`config.mk`:
```
export PLATFORM = sky130hd
export DESIGN_NAME = phase_clk_top
export DESIGN_NICKNAME = d
export VERILOG_FILES = /design/src/common/phase_pkg.sv /design/src/source/credit_fifo.sv /design/src/phase2ck/phase_accum.sv /design/src/source/edge_tx.sv /design/src/source/ph_ctrl.sv /design/src/source/phase_clk_top.sv
export SDC_FILE = /design/constraint.sdc
export NUM_CORES = 1
export LEC_CHECK = 0
export ABC_AREA = 1
export ABC_CLOCK_PERIOD_IN_PS = 5800
export BUFFER_PORTS_ARGS = -buffer_cell sky130_fd_sc_hd__buf_2
export CORE_MARGIN = 5
export CORE_UTILIZATION = 45
export DETAILED_ROUTE_END_ITERATION = 16
export SLEW_MARGIN = 20
export SYNTH_ARGS = -nofsm -noshare
export SYNTH_HDL_FRONTEND = slang
export SYNTH_SLANG_ARGS = --single-unit
```
`constraint.sdc`:
```
create_clock -name ck -period 5.8 [get_ports ck]
set_input_delay 0.29 -clock ck [delete_from_list [all_inputs] [get_ports ck]]
set_output_delay 0.29 -clock ck [all_outputs]
set_load 0.02 [all_outputs]
```
`src/common/phase_pkg.sv`:
```
/* phase clock shared definitions */

package phase_pkg;

  ////////////////////
  // widths
  ////////////////////

  localparam int PH_W    = 16;        // 2^PH_W is one full cycle
  localparam int ACC_W   = PH_W + 2;  // signed accumulator
  localparam int STEP_W  = 8;         // run length per command
  localparam int STAMP_W = 16;        // step index in reports, wraps

  ////////////////////
  // op codes
  ////////////////////

  localparam logic OP_FREQ  = 1'b0;  // load frequency word
  localparam logic OP_PHASE = 1'b1;  // load absolute phase

  ////////////////////
  // payloads
  ////////////////////

  // command from the producer, 25 bits
  typedef struct packed {
    logic              op;     // OP_FREQ or OP_PHASE
    logic [PH_W-1:0]   value;  // freq word or phase
    logic [STEP_W-1:0] steps;  // steps to run after the load
  } cmd_t;

  // edge report, 17 bits
  typedef struct packed {
    logic [STAMP_W-1:0] stamp;  // step index of the toggle
    logic               level;  // ckout after the toggle
  } edge_t;

endpackage

```
`src/source/credit_fifo.sv`:
```
/* credit-returning FIFO */

`timescale 1ns/1ns

module credit_fifo #(
  parameter int  DEPTH     = 4,      // slots, also the sender's credits
  parameter type payload_t = logic   // stored record
) (
  input  logic                         ck,
  input  logic                         arst_n,
  input  logic                         push,       // write, sender holds a credit
  input  payload_t                     push_data,
  input  logic                         pop,        // read head
  output payload_t                     pop_data,   // head, show-ahead
  output logic                         empty,
  output logic [$clog2(DEPTH+1)-1:0]   count,      // occupancy
  output logic                         credit      // one pulse per pop
);

  localparam int PTR_W = (DEPTH > 1) ? $clog2(DEPTH) : 1;
  localparam int CNT_W = $clog2(DEPTH+1);

  payload_t           mem [DEPTH];  // storage
  logic [PTR_W-1:0]   wr_ptr;
  logic [PTR_W-1:0]   rd_ptr;
  logic               pop_ok;       // pop of a real entry

  assign pop_ok   = pop & ~empty;
  assign empty    = (count == '0);
  assign pop_data = mem[rd_ptr];    // head visible without a read cycle

  ////////////////////
  // storage
  ////////////////////

  always_ff @(posedge ck) begin
    if (push) begin
      mem[wr_ptr] <= push_data;
    end
  end

  ////////////////////
  // pointers, count, credit
  ////////////////////

  always_ff @(posedge ck or negedge arst_n) begin
    if (!arst_n) begin
      wr_ptr <= '0;
      rd_ptr <= '0;
      count  <= '0;
      credit <= 1'b0;
    end else begin
      if (push) begin
        wr_ptr <= (wr_ptr == PTR_W'(DEPTH-1)) ? '0 : wr_ptr + 1'b1;  // circular wrap
      end
      if (pop_ok) begin
        rd_ptr <= (rd_ptr == PTR_W'(DEPTH-1)) ? '0 : rd_ptr + 1'b1;
      end
      case ({push, pop_ok})
        2'b10:   count <= count + CNT_W'(1);
        2'b01:   count <= count - CNT_W'(1);
        default: count <= count;  // none or both
      endcase
      credit <= pop_ok;  // slot freed, hand it back next cycle
    end
  end

  // sender pushed without a credit
  a_no_push_full: assert property (@(posedge ck) disable iff (!arst_n)
    push |-> (count != CNT_W'(DEPTH)));

endmodule

```
`src/phase2ck/phase_accum.sv`:
```
/* phase accumulator to clock */

`timescale 1ns/1ns

module phase_accum (
  input  logic                       ck,
  input  logic                       arst_n,
  input  logic                       step_en,     // advance one step
  input  logic                       freq_load,   // take value as freq word
  input  logic                       phase_load,  // take value as new phase
  input  logic [phase_pkg::PH_W-1:0] value,
  output logic                       toggle,      // ckout flips at this edge
  output logic                       ckout        // digital clock output
);

  import phase_pkg::*;

  localparam logic signed [ACC_W-1:0] HALF    = 2**(PH_W-1);  // half a cycle
  localparam logic signed [ACC_W-1:0] ACC_MIN = -(2**PH_W);   // floor of the accumulator

  logic signed [ACC_W-1:0] acc;         // accumulated phase
  logic        [PH_W-2:0]  freq_word;   // phase advance per step
  logic        [PH_W-1:0]  prev_phase;  // last loaded phase
  logic signed [PH_W-1:0]  jump;        // pending phase change
  logic signed [ACC_W-1:0] sum;         // acc + freq - jump
  logic signed [ACC_W-1:0] clamped;
  logic signed [ACC_W-1:0] acc_nxt;

  ////////////////////
  // step arithmetic
  ////////////////////

  always_comb begin
    sum     = acc
            + {{(ACC_W-PH_W+1){1'b0}}, freq_word}         // freq is unsigned
            - {{(ACC_W-PH_W){jump[PH_W-1]}}, jump};        // jump sign extended
    clamped = (sum < ACC_MIN) ? ACC_MIN : sum;             // floor for large negative jumps
    toggle  = step_en & (clamped > HALF);                  // strictly past half
    acc_nxt = toggle ? clamped - HALF : clamped;           // one flip per step at most
  end

  ////////////////////
  // state
  ////////////////////

  always_ff @(posedge ck or negedge arst_n) begin
    if (!arst_n) begin
      acc        <= '0;
      freq_word  <= '0;
      prev_phase <= '0;
      jump       <= '0;
      ckout      <= 1'b0;
    end else begin
      if (freq_load) begin
        freq_word <= value[PH_W-2:0];  // top bit dropped
      end
      if (phase_load) begin
        jump       <= signed'(value - prev_phase);  // wrapped difference
        prev_phase <= value;
      end else if (step_en) begin
        jump <= '0;  // applied once
      end
      if (step_en) begin
        acc <= acc_nxt;
      end
      if (toggle) begin
        ckout <= ~ckout;
      end
    end
  end

  // range holds over any run of steps and loads
  a_acc_range: assert property (@(posedge ck) disable iff (!arst_n)
    (acc >= ACC_MIN) && (acc <= HALF));

endmodule

```
`src/source/edge_tx.sv`:
```
/* edge report sender */

`timescale 1ns/1ns

module edge_tx #(
  parameter int DEPTH = 4  // edge FIFO slots
) (
  input  logic                          ck,
  input  logic                          arst_n,
  input  logic                          step_en,      // a step happens this cycle
  input  logic                          toggle,       // ckout flips at this edge
  input  logic                          level,        // ckout before the flip
  output logic                          edge_room,    // a step may push safely
  output logic                          edge_valid,
  output logic [phase_pkg::STAMP_W-1:0] edge_stamp,
  output logic                          edge_level,
  input  logic                          edge_credit   // one per free sink slot
);

  import phase_pkg::*;

  localparam int CNT_W  = $clog2(DEPTH+1);
  localparam int CRED_W = 8;

  logic [STAMP_W-1:0] step_cnt;   // wrapping step index
  logic [CRED_W-1:0]  credits;    // held credits
  edge_t              rec;        // record being pushed
  edge_t              head;
  logic               fifo_empty;
  logic [CNT_W-1:0]   fifo_count;
  logic               send;       // pop and report this cycle

  assign rec.stamp = step_cnt;  // index of the current step
  assign rec.level = ~level;    // level after the flip
  assign edge_room = (fifo_count < CNT_W'(DEPTH));
  assign send      = ~fifo_empty & (credits != '0);

  credit_fifo #(
    .DEPTH     (DEPTH),
    .payload_t (edge_t)
  ) u_edge_fifo (
    .ck        (ck),
    .arst_n    (arst_n),
    .push      (toggle),
    .push_data (rec),
    .pop       (send),
    .pop_data  (head),
    .empty     (fifo_empty),
    .count     (fifo_count),
    .credit    ()
  );

  always_ff @(posedge ck or negedge arst_n) begin
    if (!arst_n) begin
      step_cnt   <= '0;
      credits    <= '0;
      edge_valid <= 1'b0;
    end else begin
      if (step_en) begin
        step_cnt <= step_cnt + 1'b1;
      end
      credits    <= credits + CRED_W'(edge_credit) - CRED_W'(send);  // earn and spend
      edge_valid <= send;
    end
  end

  always_ff @(posedge ck) begin
    if (send) begin
      edge_stamp <= head.stamp;
      edge_level <= head.level;
    end
  end

  // sink returned more credits than the counter holds
  a_credit_room: assert property (@(posedge ck) disable iff (!arst_n)
    (edge_credit && !send) |-> (credits != '1));

endmodule

```
`src/source/ph_ctrl.sv`:
```
/* command sequencer */

`timescale 1ns/1ns

module ph_ctrl (
  input  logic                         ck,
  input  logic                         arst_n,
  input  logic                         cmd_empty,   // command FIFO has nothing
  output logic                         cmd_pop,
  input  logic                         cmd_op,      // head of the command FIFO
  input  logic [phase_pkg::PH_W-1:0]   cmd_value,
  input  logic [phase_pkg::STEP_W-1:0] cmd_steps,
  input  logic                         edge_room,   // edge FIFO can take a push
  output logic                         step_en,
  output logic                         freq_load,
  output logic                         phase_load,
  output logic [phase_pkg::PH_W-1:0]   value        // load operand
);

  import phase_pkg::*;

  typedef enum logic [1:0] {
    S_IDLE,   // wait for a command
    S_APPLY,  // issue the load
    S_RUN     // step the accumulator
  } state_t;

  state_t            state;
  state_t            state_nxt;
  logic              op_q;       // latched command
  logic [PH_W-1:0]   value_q;
  logic [STEP_W-1:0] steps_q;
  logic [STEP_W-1:0] remaining;  // steps left in the run

  ////////////////////
  // outputs
  ////////////////////

  assign cmd_pop    = (state == S_IDLE) & ~cmd_empty;
  assign freq_load  = (state == S_APPLY) & (op_q == OP_FREQ);
  assign phase_load = (state == S_APPLY) & (op_q == OP_PHASE);
  assign value      = value_q;
  assign step_en    = (state == S_RUN) & edge_room;  // freeze while reports back up

  ////////////////////
  // next state
  ////////////////////

  always_comb begin
    state_nxt = state;
    case (state)
      S_IDLE: begin
        if (!cmd_empty) begin
          state_nxt = S_APPLY;
        end
      end
      S_APPLY: begin
        state_nxt = (steps_q == '0) ? S_IDLE : S_RUN;  // zero steps only loads
      end
      S_RUN: begin
        if (step_en && (remaining == STEP_W'(1))) begin
          state_nxt = S_IDLE;  // last step taken
        end
      end
      default: state_nxt = S_IDLE;
    endcase
  end

  ////////////////////
  // control state
  ////////////////////

  always_ff @(posedge ck or negedge arst_n) begin
    if (!arst_n) begin
      state     <= S_IDLE;
      remaining <= '0;
    end else begin
      state <= state_nxt;
      if (state == S_APPLY) begin
        remaining <= steps_q;  // arm the run
      end else if (step_en) begin
        remaining <= remaining - 1'b1;
      end
    end
  end

  // command payload, captured on pop
  always_ff @(posedge ck) begin
    if (cmd_pop) begin
      op_q    <= cmd_op;
      value_q <= cmd_value;
      steps_q <= cmd_steps;
    end
  end

endmodule

```
`src/source/phase_clk_top.sv`:
```
/* phase to clock top */

`timescale 1ns/1ns

module phase_clk_top #(
  parameter int CMD_DEPTH  = 4,  // command credits
  parameter int EDGE_DEPTH = 4   // edge FIFO slots
) (
  input  logic                          ck,
  input  logic                          arst_n,
  // command channel
  input  logic                          cmd_valid,
  input  logic                          cmd_op,
  input  logic [phase_pkg::PH_W-1:0]    cmd_value,
  input  logic [phase_pkg::STEP_W-1:0]  cmd_steps,
  output logic                          cmd_credit,
  // edge channel
  output logic                          edge_valid,
  output logic [phase_pkg::STAMP_W-1:0] edge_stamp,
  output logic                          edge_level,
  input  logic                          edge_credit,
  // clock out
  output logic                          ckout
);

  import phase_pkg::*;

  cmd_t            cmd_in;      // channel to FIFO
  cmd_t            cmd_head;    // FIFO to sequencer
  logic            cmd_pop;
  logic            cmd_empty;
  logic            step_en;
  logic            freq_load;
  logic            phase_load;
  logic [PH_W-1:0] ld_value;
  logic            toggle;
  logic            edge_room;

  assign cmd_in.op    = cmd_op;
  assign cmd_in.value = cmd_value;
  assign cmd_in.steps = cmd_steps;

  ////////////////////
  // command path
  ////////////////////

  credit_fifo #(
    .DEPTH     (CMD_DEPTH),
    .payload_t (cmd_t)
  ) u_cmd_fifo (
    .ck        (ck),
    .arst_n    (arst_n),
    .push      (cmd_valid),
    .push_data (cmd_in),
    .pop       (cmd_pop),
    .pop_data  (cmd_head),
    .empty     (cmd_empty),
    .count     (),            // credits track occupancy outside
    .credit    (cmd_credit)
  );

  ph_ctrl u_ctrl (
    .ck         (ck),
    .arst_n     (arst_n),
    .cmd_empty  (cmd_empty),
    .cmd_pop    (cmd_pop),
    .cmd_op     (cmd_head.op),
    .cmd_value  (cmd_head.value),
    .cmd_steps  (cmd_head.steps),
    .edge_room  (edge_room),
    .step_en    (step_en),
    .freq_load  (freq_load),
    .phase_load (phase_load),
    .value      (ld_value)
  );

  ////////////////////
  // clock and reports
  ////////////////////

  phase_accum u_accum (
    .ck         (ck),
    .arst_n     (arst_n),
    .step_en    (step_en),
    .freq_load  (freq_load),
    .phase_load (phase_load),
    .value      (ld_value),
    .toggle     (toggle),
    .ckout      (ckout)
  );

  edge_tx #(
    .DEPTH (EDGE_DEPTH)
  ) u_edge_tx (
    .ck          (ck),
    .arst_n      (arst_n),
    .step_en     (step_en),
    .toggle      (toggle),
    .level       (ckout),  // pre-flip level
    .edge_room   (edge_room),
    .edge_valid  (edge_valid),
    .edge_stamp  (edge_stamp),
    .edge_level  (edge_level),
    .edge_credit (edge_credit)
  );

endmodule

```
==> metrics.cfg, run 1 <==
[min_path]
hold_path_end=u_cmd_fifo.mem[3][21]
min_from=cmd_value[13]
min_path_type=primary input to flip-flop
hold_depth=1

[grt]
grt_pass1_vias=9506
antenna_found_initial=0
grt_use_total_pct=15.7
grt_max_degree=68
grt_pass1_wl_um=47300
grt_overflow=0

[placed_design]
routabilityCongestion=0.890
place_inst=1834
io_buffers=48
hpwl_um=18000

[route]
wl_per_cell_um=14.6
dr_wl_met3_um=1300
wl_um=28100
drc=0
drtIter0Drc=406
dr_wl_met2_um=13000
routed.top_layer=met4
via_count=9511
ant_nets=0
via_per_inst=4.94
wl_met1_um=13100
first_pass_iters=4

[floorplan]
die_area_mm2=0.0369
ios=49
start_util_pct=45.7
rows=66
core_area_mm2=0.0326
die_y_um=192
fp.dieW_um=192

[finish]
area_delta_synth_final_pct=15.0
antenna_cells=0
nNetsFinal=1566
drive_above_1_share_pct=9.84
utilization_pct=52.5
fillers=2857
stdcell_count=1925

[sta]
final.setup_skew_ns=0.0142
drv_slew=0
worst_pin_slew_ns=1.02
relSlewSlack_pct=31.9
timing.final.crit_share_pct=72.8
rsz0062_at_grt=false
max_freq_mhz=237
final.min_clock_period_ns=4.22
setup_violations=0
hold_viol=0
finalSetupTns_ns=0

[setup_path]
reg2reg_slack_ns=1.58
start_kind=flip-flop
r2r_start=u_accum.jump[12]
crit_fanout=22
critPathKind=flip-flop to flip-flop
critPathCaptureType=flip-flop
arrival_ns=4.60
rr_worst_depth=21
cp.required_ns=6.18
cp-startpoint=u_accum.jump[12]
timing.rr.end=u_edge_tx.u_edge_fifo.count[2]

[yosys]
yosys_warnings=0
synth_edf_count=210
yosysTopAreaCellShare_pct=42.3
syn_nets=1481
synth_seq_cells=326
yosys.cell_types.count=48
syn-cell-area_mm2=0.0149
yosysSeqAreaShare_pct=61.8
synthTopCellsByArea=edfxtp_1 (42%), dfrtp_1 (19%), ha_1 (5.2%)
syn_inst=1371
avgSynthCellArea_um2=10.9
yosys.area.top_type=edfxtp_1
synthArstFlopShare_pct=35.6
synth-main-ff-cell=edfxtp_1

[cts]
clk_path_buf_depth=3
h-tree-depth=2
cts_buffers=36
cts_tree=built
cts.sinks=326
cts_setup_buffers=0
clk_pin_slew_ns=0.06
cts_resized=0
clk_latency_ns=0.52
cts_root_buf=clkbuf_16

[flow_run]
max_cap_violations=0

[outcome]
outcome=finished, final reports clean

## what timing repair did
action,4_1_cts,5_1_grt
endpoints found under the hold margin,145,0
endpoints found under the setup margin,0,0
hold buffers,26,0
## worst max-delay path: stages (launching register included)
cell and delay (ns):
dfrtp_1 0.40, fa_1 0.54, inv_1 0.04, ha_1 0.36
a21oi_1 0.22, o21ai_1 0.12, a21oi_1 0.23, nand2_1 0.10
nand2_2 0.09, nand3_4 0.21, nand2_1 0.19, ha_1 0.15
inv_1 0.05, o21ai_1 0.15, a21oi_2 0.08, nand2_4 0.16
ha_1 0.16, inv_1 0.06, fa_1 0.38, a21oi_1 0.14
o21ai_0 0.10, xor2_1 0.15
## metal layers
layer,GRT usage [%],vias up
met5,0,-
met1,21.7,4440
met2,25.4,171
met3,2.87,61
met4,4.85,0
li1,-,4839
## how the worst max path moves through the flow
stage / end / slack, ns
2_1_floorplan: u_edge_tx.u_edge_fifo.mem[0][0] / 1.70
3_3_place_gp: u_edge_tx.u_edge_fifo.count[2] / 1.68
3_5_place_dp: u_edge_tx.u_edge_fifo.count[2] / 1.57
4_1_cts: u_edge_tx.u_edge_fifo.count[2] / 1.57
5_1_grt: u_edge_tx.u_edge_fifo.count[2] / 1.14
6_report: u_edge_tx.u_edge_fifo.count[2] / 1.58
## cells by family after synthesis
kind of cell    share of synthesized area, %
buf+inv                                 5.82
fa+ha+maj                               7.75
compound gates                          10.1
simple gates                            12.0
flops                                   61.8
xor+xnor                                2.58
## cell usage in the layout, fill, tap and decap left out, types with 4 or more instances in the layout
| cell | Yosys | layout |
|---|---|---|
| o21ai_0 | 149 | 149 |
| nor3_1 | 7 | 7 |
| nand2_1 | 181 | 181 |
| ha_1 | 62 | 62 |
| inv_2 | 5 | 6 |
| o21ai_1 | 6 | 6 |
| inv_1 | 180 | 177 |
| fa_1 | 19 | 19 |
| dfrtp_1 | 116 | 116 |
| buf_4 | 0 | 15 |
| o221ai_1 | 4 | 4 |
| nand3_2 | 5 | 5 |
| edfxtp_1 | 210 | 210 |
| nand4_1 | 13 | 13 |
| clkinv_1 | 0 | 7 |
| clkbuf_1 | 37 | 6 |
| clkbuf_16 | 0 | 38 |
| xnor2_1 | 22 | 22 |
| xor2_1 | 22 | 22 |
| o22ai_1 | 44 | 44 |
| a21oi_1 | 56 | 56 |
| o211ai_1 | 4 | 4 |
| nand2_2 | 5 | 5 |
| nand3_1 | 41 | 41 |
| clkinv_2 | 0 | 7 |
| nand3b_1 | 5 | 5 |
| nor2_1 | 149 | 148 |
| dlygate4sd3_1 | 0 | 26 |
| buf_2 | 1 | 47 |
| bufinv_16 | 0 | 5 |
## flip-flops by register name, summed over array words and instances (netlist names), 3 cells and up
name / cells
u_edge_tx.step_cnt: 16
u_edge_tx.u_edge_fifo.count: 3
u_accum.prev_phase: 16
u_cmd_fifo.count: 3
u_accum.jump: 16
u_accum.acc: 18
u_edge_tx.u_edge_fifo.mem: 68
u_ctrl.remaining: 8
u_ctrl.value: 16
u_accum.freq_word: 15
u_cmd_fifo.mem: 100
u_edge_tx.credits: 8
u_edge_tx.edge_stamp: 16
u_ctrl.steps_q: 8
## metrics by stage
step	setup slack (ns)	hold slack (ns)	instance area, um^2
final	1.58	0.0209	17100
after global routing	1.14	0.0160	17100
after CTS	1.57	0.00471	17100
after detailed placement	1.57	0.375	15700
after global placement	1.68	0.366	15700
after floorplan	1.70	-0.00559	14900
## synthesized netlist by cell type, types with 2 or more instances
library cell,n
nor2_1,149
xnor2_1,22
o221ai_1,4
nand2_2,5
a21oi_2,2
nand3_2,5
inv_2,5
edfxtp_1,210
inv_1,180
o21ai_0,149
xor2_1,22
nor3_2,3
nand3_1,41
a21o_1,2
fa_1,19
nand3b_1,5
nor3_1,7
clkbuf_1,37
nand4_1,13
a21oi_1,56
nand2_1,181
dfrtp_1,116
o22ai_1,44
ha_1,62
o21ai_1,6
o211ai_1,4
## cell type report
cell class                      count  area [um^2]  share of cell area [%]
Sequential cell                   326         9210                    53.7
Multi-Input combinational cell    819         4850                    28.3
Clock buffer                       46         1000                    5.84
Inverter                          185          694                    4.05
Timing Repair Buffer               88          608                    3.55
Tap cell                          442          553                    3.23
Clock inverter                     19          228                    1.33
Power of run 1 is left out: the tool's default activity adds up to more than one toggle a clock period on the data nets, which glitch-free logic cannot reach.
==> inputs of run 2 (changes only) <==
--- a/config.mk
+++ b/config.mk
@@ -5,8 +5,8 @@
 export SDC_FILE = /design/constraint.sdc
 export NUM_CORES = 1
 export LEC_CHECK = 0
-export ABC_AREA = 1
-export ABC_CLOCK_PERIOD_IN_PS = 5800
+export ABC_AREA = 0
+export ABC_CLOCK_PERIOD_IN_PS = 4400
 export BUFFER_PORTS_ARGS = -buffer_cell sky130_fd_sc_hd__buf_2
 export CORE_MARGIN = 5
 export CORE_UTILIZATION = 45
==> constraint.sdc (replaced) <==
create_clock -name ck -period 4.4 [get_ports ck]
set_input_delay 0.22 -clock ck [delete_from_list [all_inputs] [get_ports ck]]
set_output_delay 0.22 -clock ck [all_outputs]
set_load 0.02 [all_outputs]
==> metrics.cfg, run 2 <==
[outcome]
outcome=finished with violations  ; was finished, final reports clean
violations=negative setup slack

[route]
wl_per_cell_um=15.9  ; was 14.6 um
ant_nets=0  ; unchanged
drtIter0Drc=257  ; was 406
via_count=8420  ; was 9511
via_per_inst=4.97  ; was 4.94
first_pass_iters=5  ; was 4
wl_um=26900  ; was 28100 um
drc=0  ; unchanged

[finish]
utilization_pct=55.7  ; was 52.5%
fillers=2650  ; was 2857
antenna_cells=0  ; unchanged
drive_above_1_share_pct=24.7  ; was 9.84%
nNetsFinal=1333  ; was 1566
largest_reg_flops=100  ; unchanged
final_common_cell=edfxtp_1  ; unchanged
final_cell_mix=edfxtp_1 (210), dfrtp_1 (116), inv_1 (111)  ; was edfxtp_1 (210), nand2_1 (181), inv_1 (177)
largest_register=u_cmd_fifo.mem  ; unchanged
area_delta_synth_final_pct=23.1  ; was 15.0%
reg_top3=u_cmd_fifo.mem: 100 flops, u_edge_tx.u_edge_fifo.mem: 68 flops, u_accum.acc: 18 flops  ; unchanged

[yosys]
synthTopCellsByArea=edfxtp_1 (43%), dfrtp_1 (20%), mux4_2 (6.5%)  ; was edfxtp_1 (42%), dfrtp_1 (19%), ha_1 (5.2%)
yosysTopAreaCellShare_pct=43.0  ; was 42.3%
yosys.area.top_type=edfxtp_1  ; unchanged
syn_nets=1137  ; was 1481
yosysMostFrequentCell=edfxtp_1  ; unchanged
yosysSeqAreaShare_pct=62.9  ; was 61.8%
yosys_warnings=0  ; unchanged
ys_top_cells_by_count=edfxtp_1 (210), dfrtp_1 (116), inv_1 (116), nand2_1 (70), ha_1 (62)  ; was edfxtp_1 (210), nand2_1 (181), inv_1 (180), nor2_1 (149), o21ai_0 (149)
avgSynthCellArea_um2=14.3  ; was 10.9 um^2
synthArstFlopShare_pct=35.6  ; unchanged
yosys.cell_types.count=63  ; was 48
synth_edf_count=210  ; unchanged
syn_inst=1027  ; was 1371
synth-main-ff-cell=edfxtp_1  ; unchanged
synth_seq_cells=326  ; unchanged
syn-cell-area_mm2=0.0146  ; was 0.0149 mm^2

[sta]
max_freq_mhz=216  ; was 237 MHz
final.setup_skew_ns=0.0193  ; was 0.0142 ns
hold_viol=0  ; unchanged
drv_slew=0  ; unchanged
setup_violations=70  ; was 0
final.min_clock_period_ns=4.63  ; was 4.22 ns
relSlewSlack_pct=42.6  ; was 31.9%
fin_ws_ns=-0.227  ; was 1.58 ns
timing.final.crit_share_pct=105  ; was 72.8%
worst_pin_slew_ns=0.861  ; was 1.02 ns
rsz0062_at_grt=true  ; was false

[grt]
grt_pass1_wl_um=45100  ; was 47300 um
grt_use_total_pct=15.3  ; was 15.7%
grt_max_degree=50  ; was 68
antenna_found_initial=0  ; unchanged
grt_overflow=0  ; unchanged
grt_pass1_vias=8673  ; was 9506

[setup_path]
critPathKind=flip-flop to flip-flop  ; unchanged
rr_worst_depth=22  ; was 21
critPathCaptureType=flip-flop  ; unchanged
start_kind=flip-flop  ; unchanged
crit_fanout=4  ; was 22
arrival_ns=5.07  ; was 4.60 ns
cp.required_ns=4.85  ; was 6.18 ns
reg2reg_slack_ns=-0.23  ; was 1.58 ns
r2r_start=u_accum.acc[1]  ; was u_accum.jump[12]
timing.rr.end=u_edge_tx.u_edge_fifo.count[2]  ; unchanged

[min_path]
min_path_type=primary input to async pin  ; was primary input to flip-flop

[cts]
clk_path_buf_depth=3  ; unchanged
cts_tree=built  ; unchanged
cts_root_buf=clkbuf_16  ; unchanged
h-tree-depth=2  ; unchanged
clk_latency_ns=0.52  ; about the same
cts.sinks=326  ; unchanged
cts_buffers=36  ; unchanged
clk_pin_slew_ns=0.06  ; about the same

[floorplan]
core_area_mm2=0.0324  ; was 0.0326 mm^2
die_y_um=190  ; was 192 um
rows=66  ; unchanged
start_util_pct=45.3  ; was 45.7%
die_area_mm2=0.0363  ; was 0.0369 mm^2
ios=49  ; unchanged
fp.dieW_um=190  ; was 192 um

[flow_run]
max_cap_violations=0  ; unchanged

[placed_design]
pre_cts_ws_ns=-0.377  ; was 1.57 ns
routabilityCongestion=0.847  ; was 0.890
io_buffers=48  ; unchanged
hpwl_um=17500  ; was 18000 um

-- run 2: final cells by class --
class                           instances  area [um^2]  area share [%]
Multi-Input combinational cell        560         5080            28.2
Inverter                              116          438            2.43
Clock buffer                           52          991            5.50
Clock inverter                         14          185            1.03
Timing Repair Buffer                  183         1570            8.73
Sequential cell                       326         9210            51.1
Tap cell                              442          553            3.07
-- run 2: per-stage QoR --
step	instance area, um^2	hold slack (ns)	setup TNS (ns)	instances
2_1_floorplan	14700	-0.0756	-1.52	1027
3_3_place_gp	16100	0.204	-0.460	1574
3_5_place_dp	16100	0.206	-6.62	1574
4_1_cts	18000	0.192	-7.47	1689
5_1_grt	18000	0.235	-17.03	1693
6_report	18000	0.192	-4.42	1693
-- run 2: worst max-delay path: stages, from the launching register on --
cell       delay, ns
dfrtp_1         0.36
inv_2           0.05
fa_1            0.55
inv_2           0.06
ha_4            0.22
a211oi_4        0.24
o21ai_2         0.09
a2111o_1        0.45
a2111oi_4       0.37
o21bai_2        0.14
a21oi_4         0.21
xor2_4          0.20
nor2b_4         0.20
ha_4            0.15
nor2_2          0.04
a31o_4          0.25
inv_4           0.05
ha_4            0.13
inv_2           0.04
fa_2            0.35
xor2_1          0.15
nor2_1          0.11
xor2_1          0.14
-- run 2: cells by family after synthesis --
group / Yosys count / synth area share [%]
compound gates: 170 / 7.76
mux: 68 / 8.47
flops: 326 / 62.9
xor+xnor: 57 / 3.54
buf+inv: 141 / 3.63
simple gates: 184 / 5.85
fa+ha+maj: 81 / 7.89
-- run 2: per-layer routing --
layer | GRT usage, % | wire, um | vias up
li1 | - | - | 4143
met4 | 3.84 | 454 | 0
met2 | 26.2 | 13300 | 137
met5 | 0 | 0 | -
met1 | 20.6 | 12100 | 4106
met3 | 2.62 | 1030 | 34
-- run 2: worst max-delay path by stage --
| stage | from | to | slack (ns) | cells past startpoint |
|---|---|---|---|---|
| 3_5_place_dp | u_accum.acc[1] | u_edge_tx.u_edge_fifo.count[2] | -0.38 | 20 |
| 6_report | u_accum.acc[1] | u_edge_tx.u_edge_fifo.count[2] | -0.23 | 22 |
| 2_1_floorplan | u_accum.acc[1] | u_edge_tx.u_edge_fifo.count[2] | -0.40 | 23 |
| 5_1_grt | u_accum.acc[1] | u_edge_tx.u_edge_fifo.count[2] | -0.50 | 22 |
| 3_3_place_gp | u_accum.acc[1] | u_edge_tx.u_edge_fifo.count[2] | -0.27 | 22 |
| 4_1_cts | u_accum.acc[1] | u_edge_tx.u_edge_fifo.count[2] | -0.22 | 22 |
-- run 2: what timing repair did --
item,4_1_cts,5_1_grt
buffers inserted,14,5
cloned,7,0
hold endpoints to repair,132,0
gates resized for setup,25,5
pin swaps,16,3
hold buffers,28,0
setup endpoints to repair,70,74
Power of run 2 is left out for the same reason.
